<file path="config.mk">
export PLATFORM = sky130hd
export DESIGN_NAME = timer_subsys
export DESIGN_NICKNAME = d
export VERILOG_FILES = /design/src/common/ct_pkg.sv /design/src/counter_timer/counter_timer.sv /design/src/counter_timer/counter_timer_wb.sv /design/src/source/timer_bus_decode.sv /design/src/source/timer_subsys.sv
export SDC_FILE = /design/constraint.sdc
export NUM_CORES = 1
export LEC_CHECK = 0
export BUFFER_PORTS_ARGS = -buffer_cell sky130_fd_sc_hd__buf_2
export CAP_MARGIN = 20
export CORE_MARGIN = 2
export CORE_UTILIZATION = 55
export CTS_BUF_LIST = sky130_fd_sc_hd__clkbuf_16
export CTS_CLUSTER_SIZE = 40
export DETAILED_ROUTE_END_ITERATION = 10
export HOLD_SLACK_MARGIN = 0.15
export PLACE_DENSITY = 0.79
export SLEW_MARGIN = 20
export SYNTH_ARGS = -nofsm -noshare
export SYNTH_HDL_FRONTEND = slang
export SYNTH_SLANG_ARGS = --single-unit
export TNS_END_PERCENT = 10
</file>
<file path="constraint.sdc">
create_clock -name clkin -period 8.2 [get_ports clkin]
set_input_delay 1.23 -clock clkin [delete_from_list [all_inputs] [get_ports clkin]]
set_output_delay 1.23 -clock clkin [all_outputs]
set_load 0.01 [all_outputs]
</file>
<file path="src/common/ct_pkg.sv">
`default_nettype none

package ct_pkg;

    localparam int NUM_TIMERS = 2;

    typedef logic [31:0]           word_t;
    typedef logic [3:0]            byte_en_t;
    typedef logic [NUM_TIMERS-1:0] irq_vec_t;   // One line per timer

    // Block base and per-timer window
    localparam word_t CT_BASE_ADR     = 32'h2400_0000;
    localparam word_t CT_TIMER_STRIDE = 32'h100;

    localparam int CT_IDX_BIT    = $clog2(CT_TIMER_STRIDE);          // Timer select bit
    localparam int CT_WINDOW_LSB = CT_IDX_BIT + $clog2(NUM_TIMERS);  // Lowest base bit

    typedef logic [CT_IDX_BIT-1:0] reg_ofs_t;

    // Register offsets inside a timer window
    localparam reg_ofs_t CT_REG_CONFIG = 8'h00;
    localparam reg_ofs_t CT_REG_VALUE  = 8'h04;   // Reload value
    localparam reg_ofs_t CT_REG_DATA   = 8'h08;   // Current value

    typedef struct packed {
        logic irq_ena;
        logic chain;
        logic updown;    // 1 counts up
        logic oneshot;
        logic enable;
    } ct_cfg_t;

    typedef struct packed {
        word_t    adr;
        word_t    dat;
        byte_en_t sel;
        logic     we;
        logic     cyc;
        logic     stb;
    } wb_req_t;

    typedef struct packed {
        logic  ack;
        word_t dat;
    } wb_rsp_t;

endpackage

`default_nettype wire

</file>
<file path="src/counter_timer/counter_timer.sv">
`default_nettype none

module counter_timer (
    input  wire              clkin,
    input  wire              resetn,
    input  wire              strobe_i,
    input  wire              cfg_we_i,
    input  wire ct_pkg::byte_en_t val_we_i,
    input  wire ct_pkg::byte_en_t dat_we_i,
    input  wire ct_pkg::word_t    wdata_i,
    output ct_pkg::ct_cfg_t  cfg_o,
    output ct_pkg::word_t    reload_o,
    output ct_pkg::word_t    value_o,
    output logic             strobe_o,
    output logic             irq_o
);
    import ct_pkg::*;

    ct_cfg_t cfg_q;
    logic    last_enable_q;    // Catches the enable rising edge
    word_t   reload_q;
    word_t   value_q;
    logic    strobe_q;

    word_t   start_val;
    word_t   term_val;
    logic    step;

    // Per-lane merge of a register write
    function automatic word_t lane_merge(input word_t old_val,
                                         input word_t new_val,
                                         input byte_en_t lanes);
        word_t res;
        res = old_val;
        for (int i = 0; i < $bits(byte_en_t); i++) begin
            if (lanes[i]) begin
                res[i*8 +: 8] = new_val[i*8 +: 8];
            end
        end
        return res;
    endfunction

    assign start_val = cfg_q.updown ? '0 : reload_q;
    assign term_val  = cfg_q.updown ? reload_q : '0;
    assign step      = !cfg_q.chain || strobe_i;   // Chain gates on the strobe

    always_ff @(posedge clkin or negedge resetn) begin
        if (!resetn) begin
            cfg_q         <= '0;
            last_enable_q <= 1'b0;
        end else begin
            last_enable_q <= cfg_q.enable;
            if (cfg_we_i) begin
                cfg_q <= ct_cfg_t'(wdata_i[$bits(ct_cfg_t)-1:0]);
            end
        end
    end

    always_ff @(posedge clkin or negedge resetn) begin
        if (!resetn) begin
            reload_q <= '0;
        end else if (val_we_i != '0) begin
            reload_q <= lane_merge(reload_q, wdata_i, val_we_i);
        end
    end

    always_ff @(posedge clkin or negedge resetn) begin
        if (!resetn) begin
            value_q  <= '0;
            strobe_q <= 1'b0;
        end else if (dat_we_i != '0) begin
            value_q  <= lane_merge(value_q, wdata_i, dat_we_i);   // Bus write wins
            strobe_q <= 1'b0;
        end else if (cfg_q.enable) begin
            if (!last_enable_q) begin
                value_q <= start_val;   // First enabled cycle
            end else if (value_q == term_val) begin
                if (!cfg_q.oneshot) begin
                    value_q <= start_val;
                end
                strobe_q <= 1'b1;
            end else if (step) begin
                if (cfg_q.updown) begin
                    value_q <= value_q + 32'd1;
                end else begin
                    value_q <= value_q - 32'd1;
                end
                strobe_q <= 1'b0;
            end
        end else begin
            strobe_q <= 1'b0;
        end
    end

    assign cfg_o    = cfg_q;
    assign reload_o = reload_q;
    assign value_o  = value_q;
    assign strobe_o = strobe_q;
    assign irq_o    = strobe_q & cfg_q.irq_ena;

endmodule

`default_nettype wire

</file>
<file path="src/counter_timer/counter_timer_wb.sv">
`default_nettype none

module counter_timer_wb (
    input  wire ct_pkg::wb_req_t  wb_req_i,
    output ct_pkg::wb_rsp_t       wb_rsp_o,
    output logic                  cfg_we_o,
    output ct_pkg::byte_en_t      val_we_o,
    output ct_pkg::byte_en_t      dat_we_o,
    output ct_pkg::word_t         wdata_o,
    input  wire ct_pkg::ct_cfg_t  cfg_i,
    input  wire ct_pkg::word_t    reload_i,
    input  wire ct_pkg::word_t    value_i
);
    import ct_pkg::*;

    logic     valid;
    reg_ofs_t ofs;
    logic     cfg_sel;
    logic     val_sel;
    logic     dat_sel;
    logic     wr;

    // stb arrives already gated by the window decode
    assign valid = wb_req_i.cyc & wb_req_i.stb;
    assign ofs   = wb_req_i.adr[CT_IDX_BIT-1:0];
    assign wr    = wb_req_i.we;

    assign cfg_sel = valid && (ofs == CT_REG_CONFIG);
    assign val_sel = valid && (ofs == CT_REG_VALUE);
    assign dat_sel = valid && (ofs == CT_REG_DATA);

    assign cfg_we_o = cfg_sel & wr & wb_req_i.sel[0];   // Lane 0 only
    assign val_we_o = (val_sel && wr) ? wb_req_i.sel : '0;
    assign dat_we_o = (dat_sel && wr) ? wb_req_i.sel : '0;
    assign wdata_o  = wb_req_i.dat;

    always_comb begin
        wb_rsp_o.ack = cfg_sel | val_sel | dat_sel;
        if (cfg_sel) begin
            wb_rsp_o.dat = {{($bits(word_t) - $bits(ct_cfg_t)){1'b0}}, cfg_i};
        end else if (val_sel) begin
            wb_rsp_o.dat = reload_i;
        end else if (dat_sel) begin
            wb_rsp_o.dat = value_i;
        end else begin
            wb_rsp_o.dat = '0;
        end
    end

endmodule

`default_nettype wire

</file>
<file path="src/source/timer_bus_decode.sv">
`default_nettype none

module timer_bus_decode (
    input  wire ct_pkg::wb_req_t wb_req_i,
    output ct_pkg::wb_rsp_t      wb_rsp_o,
    output ct_pkg::wb_req_t      t0_req_o,
    output ct_pkg::wb_req_t      t1_req_o,
    input  wire ct_pkg::wb_rsp_t t0_rsp_i,
    input  wire ct_pkg::wb_rsp_t t1_rsp_i
);
    import ct_pkg::*;

    logic in_window;
    logic idx;

    // Upper bits must hit the block base
    assign in_window = (wb_req_i.adr[$bits(word_t)-1:CT_WINDOW_LSB] ==
                        CT_BASE_ADR[$bits(word_t)-1:CT_WINDOW_LSB]);
    assign idx       = wb_req_i.adr[CT_IDX_BIT];

    always_comb begin
        t0_req_o     = wb_req_i;
        t0_req_o.stb = wb_req_i.stb & in_window & ~idx;
        t1_req_o     = wb_req_i;
        t1_req_o.stb = wb_req_i.stb & in_window & idx;
    end

    assign wb_rsp_o.ack = t0_rsp_i.ack | t1_rsp_i.ack;
    assign wb_rsp_o.dat = idx ? t1_rsp_i.dat : t0_rsp_i.dat;

endmodule

`default_nettype wire

</file>
<file path="src/source/timer_subsys.sv">
`default_nettype none

module timer_subsys (
    input  wire                    clkin,
    input  wire                    resetn,
    input  wire ct_pkg::wb_req_t   wb_req_i,
    output ct_pkg::wb_rsp_t        wb_rsp_o,
    input  wire                    ext_strobe_i,
    output wire ct_pkg::irq_vec_t  irq_o,
    output wire                    strobe_o
);
    import ct_pkg::*;

    wb_req_t  t_req    [NUM_TIMERS];
    wb_rsp_t  t_rsp    [NUM_TIMERS];
    logic     cfg_we   [NUM_TIMERS];
    byte_en_t val_we   [NUM_TIMERS];
    byte_en_t dat_we   [NUM_TIMERS];
    word_t    wdata    [NUM_TIMERS];
    ct_cfg_t  cfg      [NUM_TIMERS];
    word_t    reload   [NUM_TIMERS];
    word_t    value    [NUM_TIMERS];
    wire [NUM_TIMERS:0] strobe_chain;   // Timer i feeds timer i+1

    assign strobe_chain[0] = ext_strobe_i;
    assign strobe_o        = strobe_chain[NUM_TIMERS];

    timer_bus_decode timer_bus_decode_inst (
        .wb_req_i (wb_req_i),
        .wb_rsp_o (wb_rsp_o),
        .t0_req_o (t_req[0]),
        .t1_req_o (t_req[1]),
        .t0_rsp_i (t_rsp[0]),
        .t1_rsp_i (t_rsp[1])
    );

    for (genvar i = 0; i < NUM_TIMERS; i++) begin : g_timer
        counter_timer_wb counter_timer_wb_inst (
            .wb_req_i (t_req[i]),
            .wb_rsp_o (t_rsp[i]),
            .cfg_we_o (cfg_we[i]),
            .val_we_o (val_we[i]),
            .dat_we_o (dat_we[i]),
            .wdata_o  (wdata[i]),
            .cfg_i    (cfg[i]),
            .reload_i (reload[i]),
            .value_i  (value[i])
        );

        counter_timer counter_timer_inst (
            .clkin    (clkin),
            .resetn   (resetn),
            .strobe_i (strobe_chain[i]),
            .cfg_we_i (cfg_we[i]),
            .val_we_i (val_we[i]),
            .dat_we_i (dat_we[i]),
            .wdata_i  (wdata[i]),
            .cfg_o    (cfg[i]),
            .reload_o (reload[i]),
            .value_o  (value[i]),
            .strobe_o (strobe_chain[i+1]),
            .irq_o    (irq_o[i])
        );
    end

endmodule

`default_nettype wire

</file>
== After elaboration in Yosys (flattened, before gate mapping) ==
Index checks and enable logic that the tools add are counted.

* $add $sub $neg: 4
* Equal/unequal tests: 21
* Muxes and demuxes: 47
* Bitwise operators: 17
* Reductions and logical operators: 39

{| class="wikitable"
|+ Operators by type and width
! kind !! number
|-
| $mux W32 || 25
|-
| $add A32 B1 Y32 const B || 2
|-
| $eq A32 B32 Y1 || 2
|-
| $mux W8 || 8
|-
| $sub A32 B1 Y32 const B || 2
|-
| $reduce_and A4 Y1 || 8
|-
| $ne A4 B4 Y1 const B || 6
|-
| $eq A23 B21 Y1 const B || 1
|-
| $reduce_and A2 Y1 || 10
|-
| $mux W4 || 4
|-
| $ne A2 B1 Y1 const B || 8
|-
| $reduce_bool A4 Y1 || 4
|-
| $and A1 B1 Y1 || 11
|-
| $logic_and A1 B1 Y1 || 10
|-
| $mux W1 || 10
|-
| $eq A8 B3 Y1 const B || 1
|-
| $eq A8 B4 Y1 const B || 1
|-
| $logic_not A8 Y1 || 1
|-
| $ne A3 B3 Y1 const B || 2
|-
| $or A1 B1 Y1 || 5
|-
| $reduce_bool A2 Y1 || 2
|-
| $logic_not A1 Y1 || 2
|-
| $logic_or A1 B1 Y1 || 2
|-
| $not A1 Y1 || 1
|}

* Flip-flop bits (word level): 142
* Logic and storage cells: 158

== Depth between registers and ports, before layout ==
Gate-level depths: netlist of run 1.

* Word-level depth: 10
* Depth in mapped cells: 16
* Mapped depth without buffers: 12

== By module ==
A second synthesis of run 1 with hierarchy kept.

* Cells, all modules: 1798
* Area total of the unflattened synthesis: 14941.8 sq um

{| class="wikitable"
|+ By module, submodules not included
! module !! times used !! cells an instance !! area an instance (sq um) !! seq. area each (sq um)
|-
| counter_timer || 2 || 665 || 5779.3 || 1776.7
|-
| counter_timer_wb || 2 || 140 || 860.8 || 0.0
|-
| timer_bus_decode || 1 || 188 || 1661.6 || 0.0
|}

== Worst setup path before layout of run 1 ==
Ideal clock, no wire load.

* Path kind: reg2reg
* From: reg g_timer[0].counter_timer_inst.cfg_q, in the netlist g_timer[0].counter_timer_inst.cfg_o[2]
* To: reg g_timer[0].counter_timer_inst.value_q[31]
* Arrival time: 4.161 ns
* Required time: 8.072 ns
* Path slack: 3.910 ns
* Stages on the path, launching flop included: 17
* Period minus slack after synthesis: 4.290 ns
* Cell sequence: dfrtp_1 -> buf_6 -> buf_2 -> inv_1 -> clkbuf_1 -> ha_1 -> clkbuf_1 -> a211o_1 -> a211o_1 -> a21oi_1 -> o221ai_1 -> a21oi_1 -> o221ai_1 -> a211oi_1 -> xnor2_1 -> a211oi_1 -> a211oi_1

* Longest elaborated chain between the ends: 6
* Elaborated cells between the ends (all ways): 13
* Those cells by class: eq/ne: 3; mux: 9; reduce/logical: 1

{| class="wikitable"
|+ RTL lines
! item !! RTL line !! text
|-
| from (decl) || counter_timer.sv:19 || <nowiki>ct_cfg_t cfg_q;</nowiki>
|-
| from (signal assigned) || counter_timer.sv:54 || <nowiki>cfg_q <= ct_cfg_t'(wdata_i[$bits(ct_cfg_t)-1:0]);</nowiki>
|-
| $mux W32, on equally long branches || counter_timer.sv:44, counter_timer.sv:83, counter_timer.sv:43 ||
|-
| $eq A32 B32 Y1, or another cell as far along || counter_timer.sv:77 || <nowiki>end else if (value_q == term_val) begin</nowiki>
|-
| $mux W32 || counter_timer.sv:77 ||
|-
| $mux W32 || counter_timer.sv:75 || <nowiki>if (!last_enable_q) begin</nowiki>
|-
| $mux W32 || counter_timer.sv:74 || <nowiki>end else if (cfg_q.enable) begin</nowiki>
|-
| $mux W32 || counter_timer.sv:71 || <nowiki>end else if (dat_we_i != '0) begin</nowiki>
|-
| to (signal assigned) || counter_timer.sv:72 || <nowiki>value_q <= lane_merge(value_q, wdata_i, dat_we_i);</nowiki>
|-
| to (signal assigned) || counter_timer.sv:76 || <nowiki>value_q <= start_val;</nowiki>
|-
| to (signal assigned) || counter_timer.sv:79 || <nowiki>value_q <= start_val;</nowiki>
|-
| to (decl) || counter_timer.sv:22 || <nowiki>word_t value_q;</nowiki>
|}

Several ways; a longest one is shown, not always the timed one. The select of a mux whose other input is x is not followed.
A chain may end at the register's enable or synchronous reset.

==> impl_metrics.toml, run 1 <==
[outcome]
outcome = "finished, final reports clean"

[logic_synthesis]
syn_area_um2 = 12500
yosys_register_bits = 142
synth_cell_types = 80
ys.flop_type = "dfrtp_1"
synth_edf_count = 0
synth_area_per_cell_um2 = 8.66
yosys_warnings = 0
synth_nets = 1576
syn_inst = 1440
ys_async_sr_fraction_pct = 100
ys_seq_area_share_pct = 28.5

[pwr]
power_density_nw_per_um2 = 110
max-vdd-ir-drop_v = 0.000111
p_leak_uw = 0.00627

[drt]
drtAntennaViolNets = 0
post_drt_wl_per_cell_um = 22.7
drtIter0Drc = 1550
drc = 0
vias = 12200
viasPerCell = 6.81
drtPass1Iterations = 6
drt-total-wl_mm = 40.7

[run]
maxCapViolCount = 0

[critical_path]
path_max_fanout = 28
worstPathArrival_ns = 4.18
cp.required_ns = 6.97
cp_num_buf_inv = 2
endpoint_kind = "primary output"
crit_chain = "buf_2 -> nor4b_1 -> nand4_1 -> nor3_2 -> nand2_1 -> o22ai_1 -> buf_2"
cp_top_family = "simple AND/OR/NAND/NOR gates"
slowest_stage = "nand2_1"
critPathKind = "input port to primary output"
critPathMostFrequentCell = "buf_2"
max_stage_delay_ns = 0.79
worst_setup_path_start_kind = "input port"

[place]
place_ws_ns = 2.41
place_area_um2 = 13100
place.gp.congestion = 0.989
io_buffers = 109
dp_hpwl_mm = 30.6

[cts]
postCtsHoldBufs = 0
post_cts.repair.setup_buffers = 0
cts_resized = 0
clock-sinks = 142
htreeDepth = 4
cts_buffers = 17
cts_tree = "done"
clk_latency_ns = 0.44
cts-root-buf = "clkbuf_16"
max-clock-path-buffers = 2
clk_pin_slew_ns = 0.06

[floorplanning]
core_area_um2 = 22400
io_pins = 110
die_h_um = 155
num_rows = 55
fp.dieArea_um2 = 23900
die_w_um = 155
initial_core_util_pct = 55.6

[grt]
grt_pass1_vias = 11100
grt_antenna_before_repair = 0
grt-ovfl-total = 0
grtUsageTotal_pct = 33.8
grt_pass1_wl_mm = 63.0
grt_max_degree = 80

[timing]
min_period_ns = 5.41
slew_headroom_pct = 33.3
skew_ns = 0.00942
rsz0062_at_grt = "false"
fmax_mhz = 185
worst_slack_ns = 2.79
worst_slew_pin_slew_ns = 0.987
slew_viol_final = 0
hold_viol = 0
post-route-period-util_pct = 65.9
setup_viol = 0
timing.setup.tns_ns = 0

[layout]
nets = 1636
fin_area_um2 = 13700
drive_gt1_share_pct = 18.1
diodes = 0
final_common_cell = "dfrtp_1"
layout_common_cells = "dfrtp_1 (142), nand2_1 (125), buf_2 (107)"
area_growth_pct = 9.71

[min_path]
hp-class = "register to register"
==> worst register-to-register path: stages, from the launching register on <==
cell	delay, ns
dfrtp_1	0.33
buf_4	0.47
inv_1	0.19
buf_4	0.30
fa_1	0.51
a21o_1	0.19
a221o_1	0.34
a22oi_1	0.42
o221ai_1	0.18
a21oi_1	0.32
o21a_1	0.20
o21ai_0	0.17
xor2_1	0.19
a2111oi_0	0.41
nor3_1	0.11
==> sequential cells by signal, indices dropped and copies added, names as in the netlist <==
name and count:
g_timer.counter_timer_inst.reload_o 64, g_timer.counter_timer_inst.value_o 64, g_timer.counter_timer_inst.cfg_o 10, g_timer.counter_timer_inst.last_enable_q 2, g_timer.counter_timer_inst.strobe_o 2
==> through the flow <==
step	utilization, %	total power (µW)	std cells	hold WS [ns]
finish	61.0	1510	1798	0.417
global route	61.0	1540	1798	0.439
CTS	60.9	1510	1798	0.417
detailed placement	58.5	786	1766	0.404
global placement	58.5	785	1766	0.400
floorplan	-	734	1440	0.385
==> cell type report <==
class                      count  area (µm²)
sequential                   142        3550
clock inverter                15         126
clock buffer                  17         425
multi-input combinational   1175        8410
tap                          285         357
fill                        1984        8750
timing repair buffer         120         641
inverter                      44         165
==> cells by family after synthesis <==
kind of cell,synth area share (%)
AND/OR/NAND/NOR,18.9
XOR/XNOR,5.27
AO/OA/AOI/OAI,23.3
multiplexers,13.4
buffers and inverters,4.28
adder cells (fa/ha/maj),6.34
flip-flops,28.5
==> worst paths after layout <==
kind	startpoint	to	slack, ns	cells past startpoint
max	wb_req_i[49]	wb_rsp_o[13]	2.79	7
min	g_timer[1].counter_timer_inst.cfg_o[0]$_DFFE_PN0P_	g_timer[1].counter_timer_inst.last_enable_q$_DFF_PN0_	0.42	0
max reg2reg	g_timer[1].counter_timer_inst.cfg_o[2]$_DFFE_PN0P_	g_timer[1].counter_timer_inst.value_o[28]$_DFFE_PN0P_	3.74	14
min reg2reg	g_timer[1].counter_timer_inst.cfg_o[0]$_DFFE_PN0P_	g_timer[1].counter_timer_inst.last_enable_q$_DFF_PN0_	0.42	0
max in group asynchronous	resetn	g_timer[0].counter_timer_inst.value_o[18]$_DFFE_PN0P_	6.22	2
min in group asynchronous	resetn	g_timer[1].counter_timer_inst.reload_o[7]$_DFFE_PN0P_	0.78	1
==> power breakdown <==
group	internal (µW)	switching (µW)	leakage [µW]	total [µW]
registers	701	0.00000641	0.00196	701
clock network	414	322	0.000259	736
logic	23.2	51.1	0.00405	74.3
total	1140	373	0.00627	1510
==> per-layer routing <==
| layer | global-route usage (%) | share of wire (%) | up-vias |
|---|---|---|---|
| met5 | 0 | 0 | - |
| met1 | 47.7 | 42 | 5861 |
| met4 | 15.5 | 4.9 | 0 |
| met2 | 51.5 | 45 | 667 |
| li1 | - | - | 5575 |
| met3 | 4.82 | 8.8 | 137 |
==> cell usage after synthesis, drive strengths merged, types with 30 or more instances <==
| cell type | instances | share of area, % |
|---|---|---|
| a211oi | 37 | 2.2 |
| a21oi | 99 | 4.2 |
| clkbuf | 50 | 1.5 |
| dfrtp | 142 | 28 |
| ha | 60 | 6.0 |
| inv | 43 | 1.3 |
| mux2 | 96 | 8.7 |
| mux2i | 58 | 4.7 |
| nand2 | 130 | 4.1 |
| nand3 | 41 | 1.7 |
| nor2 | 76 | 2.3 |
| nor3 | 30 | 1.2 |
| nor3b | 41 | 2.5 |
| o21ai | 89 | 3.6 |
| o22ai | 56 | 2.8 |
| xnor2 | 39 | 2.7 |
| xor2 | 36 | 2.5 |
Power figures use the tool's default switching activity.
==> run 2, diff against run 1 <==
- ABC_AREA: unset -> 1
- PLACE_DENSITY: 0.79 -> 0.81
- clock period: 8.2 -> 4.65 ns (I/O delays scaled with it)
==> run 2 against run 1 <==
Compared with the run above:
- sequential power up 75%
- non-clock buffer count up 3
- register-to-register slack worse by 2.5 ns
- die area up 21%
- critical endpoint is now wb_rsp_o[20]
- highest routed layer is now met5
==> impl_metrics.toml, run 2 <==
[outcome]
outcome = "finished, final reports clean"

[pwr]
power_density_nw_per_um2 = 173
max-vdd-ir-drop_v = 0.000207
p_leak_uw = 0.00951

[drt]
drtAntennaViolNets = 0
drt-total-wl_mm = 52.1
drc = 0
drtPass1Iterations = 6
post_drt_wl_per_cell_um = 16.5
vias = 17300
drtIter0Drc = 2190
viasPerCell = 5.47

[critical_path]
cp.required_ns = 3.95
endpoint_kind = "primary output"
worstPathArrival_ns = 3.02
critPathKind = "input port to primary output"
max_stage_delay_ns = 0.46
worst_setup_path_start_kind = "input port"
path_max_fanout = 17
critPathMostFrequentCell = "nand2_1"
slowest_stage = "inv_1"
crit_chain = "buf_2 -> nor2_1 -> nand2_1 -> nor2_1 -> nand2_1 -> nor2_4 -> nand2_2 -> inv_1 -> nand2_1 -> inv_1 -> buf_4 -> nand2_1 -> o2111ai_1 -> buf_2"

[logic_synthesis]
syn_inst = 2750
synth_cell_types = 43
yosysTopAreaCell = "nand2_1"
ys.flop_type = "dfrtp_1"
yosys_warnings = 0
ys_seq_area_share_pct = 23.5
syn_area_um2 = 15100
yosys_register_bits = 142
synth_edf_count = 0
ys_async_sr_fraction_pct = 100
synth.most_common_cell = "nand2_1"
synth_area_per_cell_um2 = 5.49
synthTopCellsByArea = "nand2_1 (33%), dfrtp_1 (24%), inv_1 (9.2%)"
ys_top_cells_by_count = "nand2_1 (1336), inv_1 (370), nand3_1 (220), nor2_1 (205), dfrtp_1 (142)"
synth_nets = 2886
yosysTopAreaCellShare_pct = 33.2

[timing]
skew_ns = 0.0159
slew_headroom_pct = 25.7
worst_slew_pin_slew_ns = 1.11
fmax_mhz = 269
post-route-period-util_pct = 79.9
rsz0062_at_grt = "false"
slew_viol_final = 0
timing.setup.tns_ns = 0
setup_viol = 0
hold_viol = 0
min_period_ns = 3.71

[layout]
nets = 2946
layout_common_cells = "nand2_1 (1336), inv_1 (370), nand3_1 (220)"
drive_gt1_share_pct = 6.52
diodes = 0
area_growth_pct = 8.63
final_common_cell = "nand2_1"
stdcell_count = 3163

[floorplanning]
core_area_um2 = 27000
fp.dieArea_um2 = 28800
initial_core_util_pct = 56.0
die_h_um = 170
io_pins = 110
die_w_um = 170
num_rows = 60

[run]
maxCapViolCount = 0

[cts]
cts_resized = 0
max-clock-path-buffers = 2
htreeDepth = 4
clock-sinks = 142
post_cts.repair.setup_buffers = 0
clk_latency_ns = 0.44
cts-root-buf = "clkbuf_16"
postCtsHoldBufs = 0
cts_tree = "done"
cts_buffers = 17
clk_pin_slew_ns = 0.07

[grt]
met1_usage_pct = 50.6
gr-usage-met3_pct = 3.96
met2_usage_pct = 59.8
grt_pass1_vias = 15400
busiest_layer = "met2"
grt-ovfl-total = 0
grtUsageTotal_pct = 36.3
grt_pass1_wl_mm = 82.4
grt_antenna_before_repair = 1
grt_max_degree = 83

[place]
dp_cells = 3132
io_buffers = 109
place.gp.congestion = 0.993
dp_hpwl_mm = 41.2

[min_path]
hp-class = "input port to async pin"
[run 2: per-stage QoR]
step           cell area (µm²)  total power, µW  setup slack, ns  hold slack [ns]  utilization (%)
3_5_place_dp             15800             1390            0.942            0.447             58.6
5_1_grt                  16400             2900            0.699            0.340             60.9
3_3_place_gp             15800             1390            0.990            0.445             58.6
6_report                 16400             2840            0.937            0.272             60.9
4_1_cts                  16400             2840            0.947            0.307             60.9
2_1_floorplan            15100             1300             1.01            0.396                -
[run 2: path summary, 6_finish.rpt]
check,cells past startpoint,from,slack (ns),to
worst max-delay path,14,wb_req_i[56],0.94,wb_rsp_o[20]
worst min-delay path,1,resetn,0.27,g_timer[0].counter_timer_inst.reload_o[4]$_DFFE_PN0P_
worst max register to register,15,g_timer[0].counter_timer_inst.cfg_o[2]$_DFFE_PN0P_,1.22,g_timer[0].counter_timer_inst.value_o[31]$_DFFE_PN0P_
worst min register to register,0,g_timer[0].counter_timer_inst.cfg_o[0]$_DFFE_PN0P_,0.47,g_timer[0].counter_timer_inst.last_enable_q$_DFF_PN0_
max in group asynchronous,2,resetn,3.31,g_timer[0].counter_timer_inst.value_o[22]$_DFFE_PN0P_
min in group clkin,0,g_timer[0].counter_timer_inst.cfg_o[0]$_DFFE_PN0P_,0.47,g_timer[0].counter_timer_inst.last_enable_q$_DFF_PN0_
[run 2: area by class of cell]
type                       count  area, µm²
multi-input combinational   2147       9720
inverter                     379       1420
tap                          341        427
fill                        2688      10500
clock buffer                  17        425
clock inverter                14        180
timing repair buffer         123        682
sequential                   142       3560
[run 2: kinds of logic (layout without fill, tap and decap cells)]
group | Yosys count | count (layout) | synth area share [%]
AO/OA/AOI/OAI | 205 | 205 | 7.68
XOR/XNOR | 25 | 25 | 1.45
adder cells (fa/ha/maj) | 62 | 62 | 5.24
buffers and inverters | 461 | 533 | 12.2
flip-flops | 142 | 142 | 23.5
AND/OR/NAND/NOR | 1855 | 1855 | 49.9
[run 2: worst max-delay path, delay by kind of cell]
family,cells,cell delay [ns]
AOI/OAI and AO/OA,1,0.15
buffers and inverters,5,1.12
and+or+nand+nor,8,1.03
[run 2: where the power goes]
group          internal [µW]  total [µW]  switching (µW)  leakage (µW)
combinational           35.4         135            99.8       0.00725
sequential              1230        1230     0.000000967       0.00198
clock                    852        1470             619      0.000285
total                   2120        2840             719       0.00951
[run 2: per-layer routing]
metal / vias up / part of all wire, %
met5: - / 0.021
met3: 74 / 7.9
met4: 2 / 2.2
met2: 760 / 46
li1: 8635 / -
met1: 7846 / 44
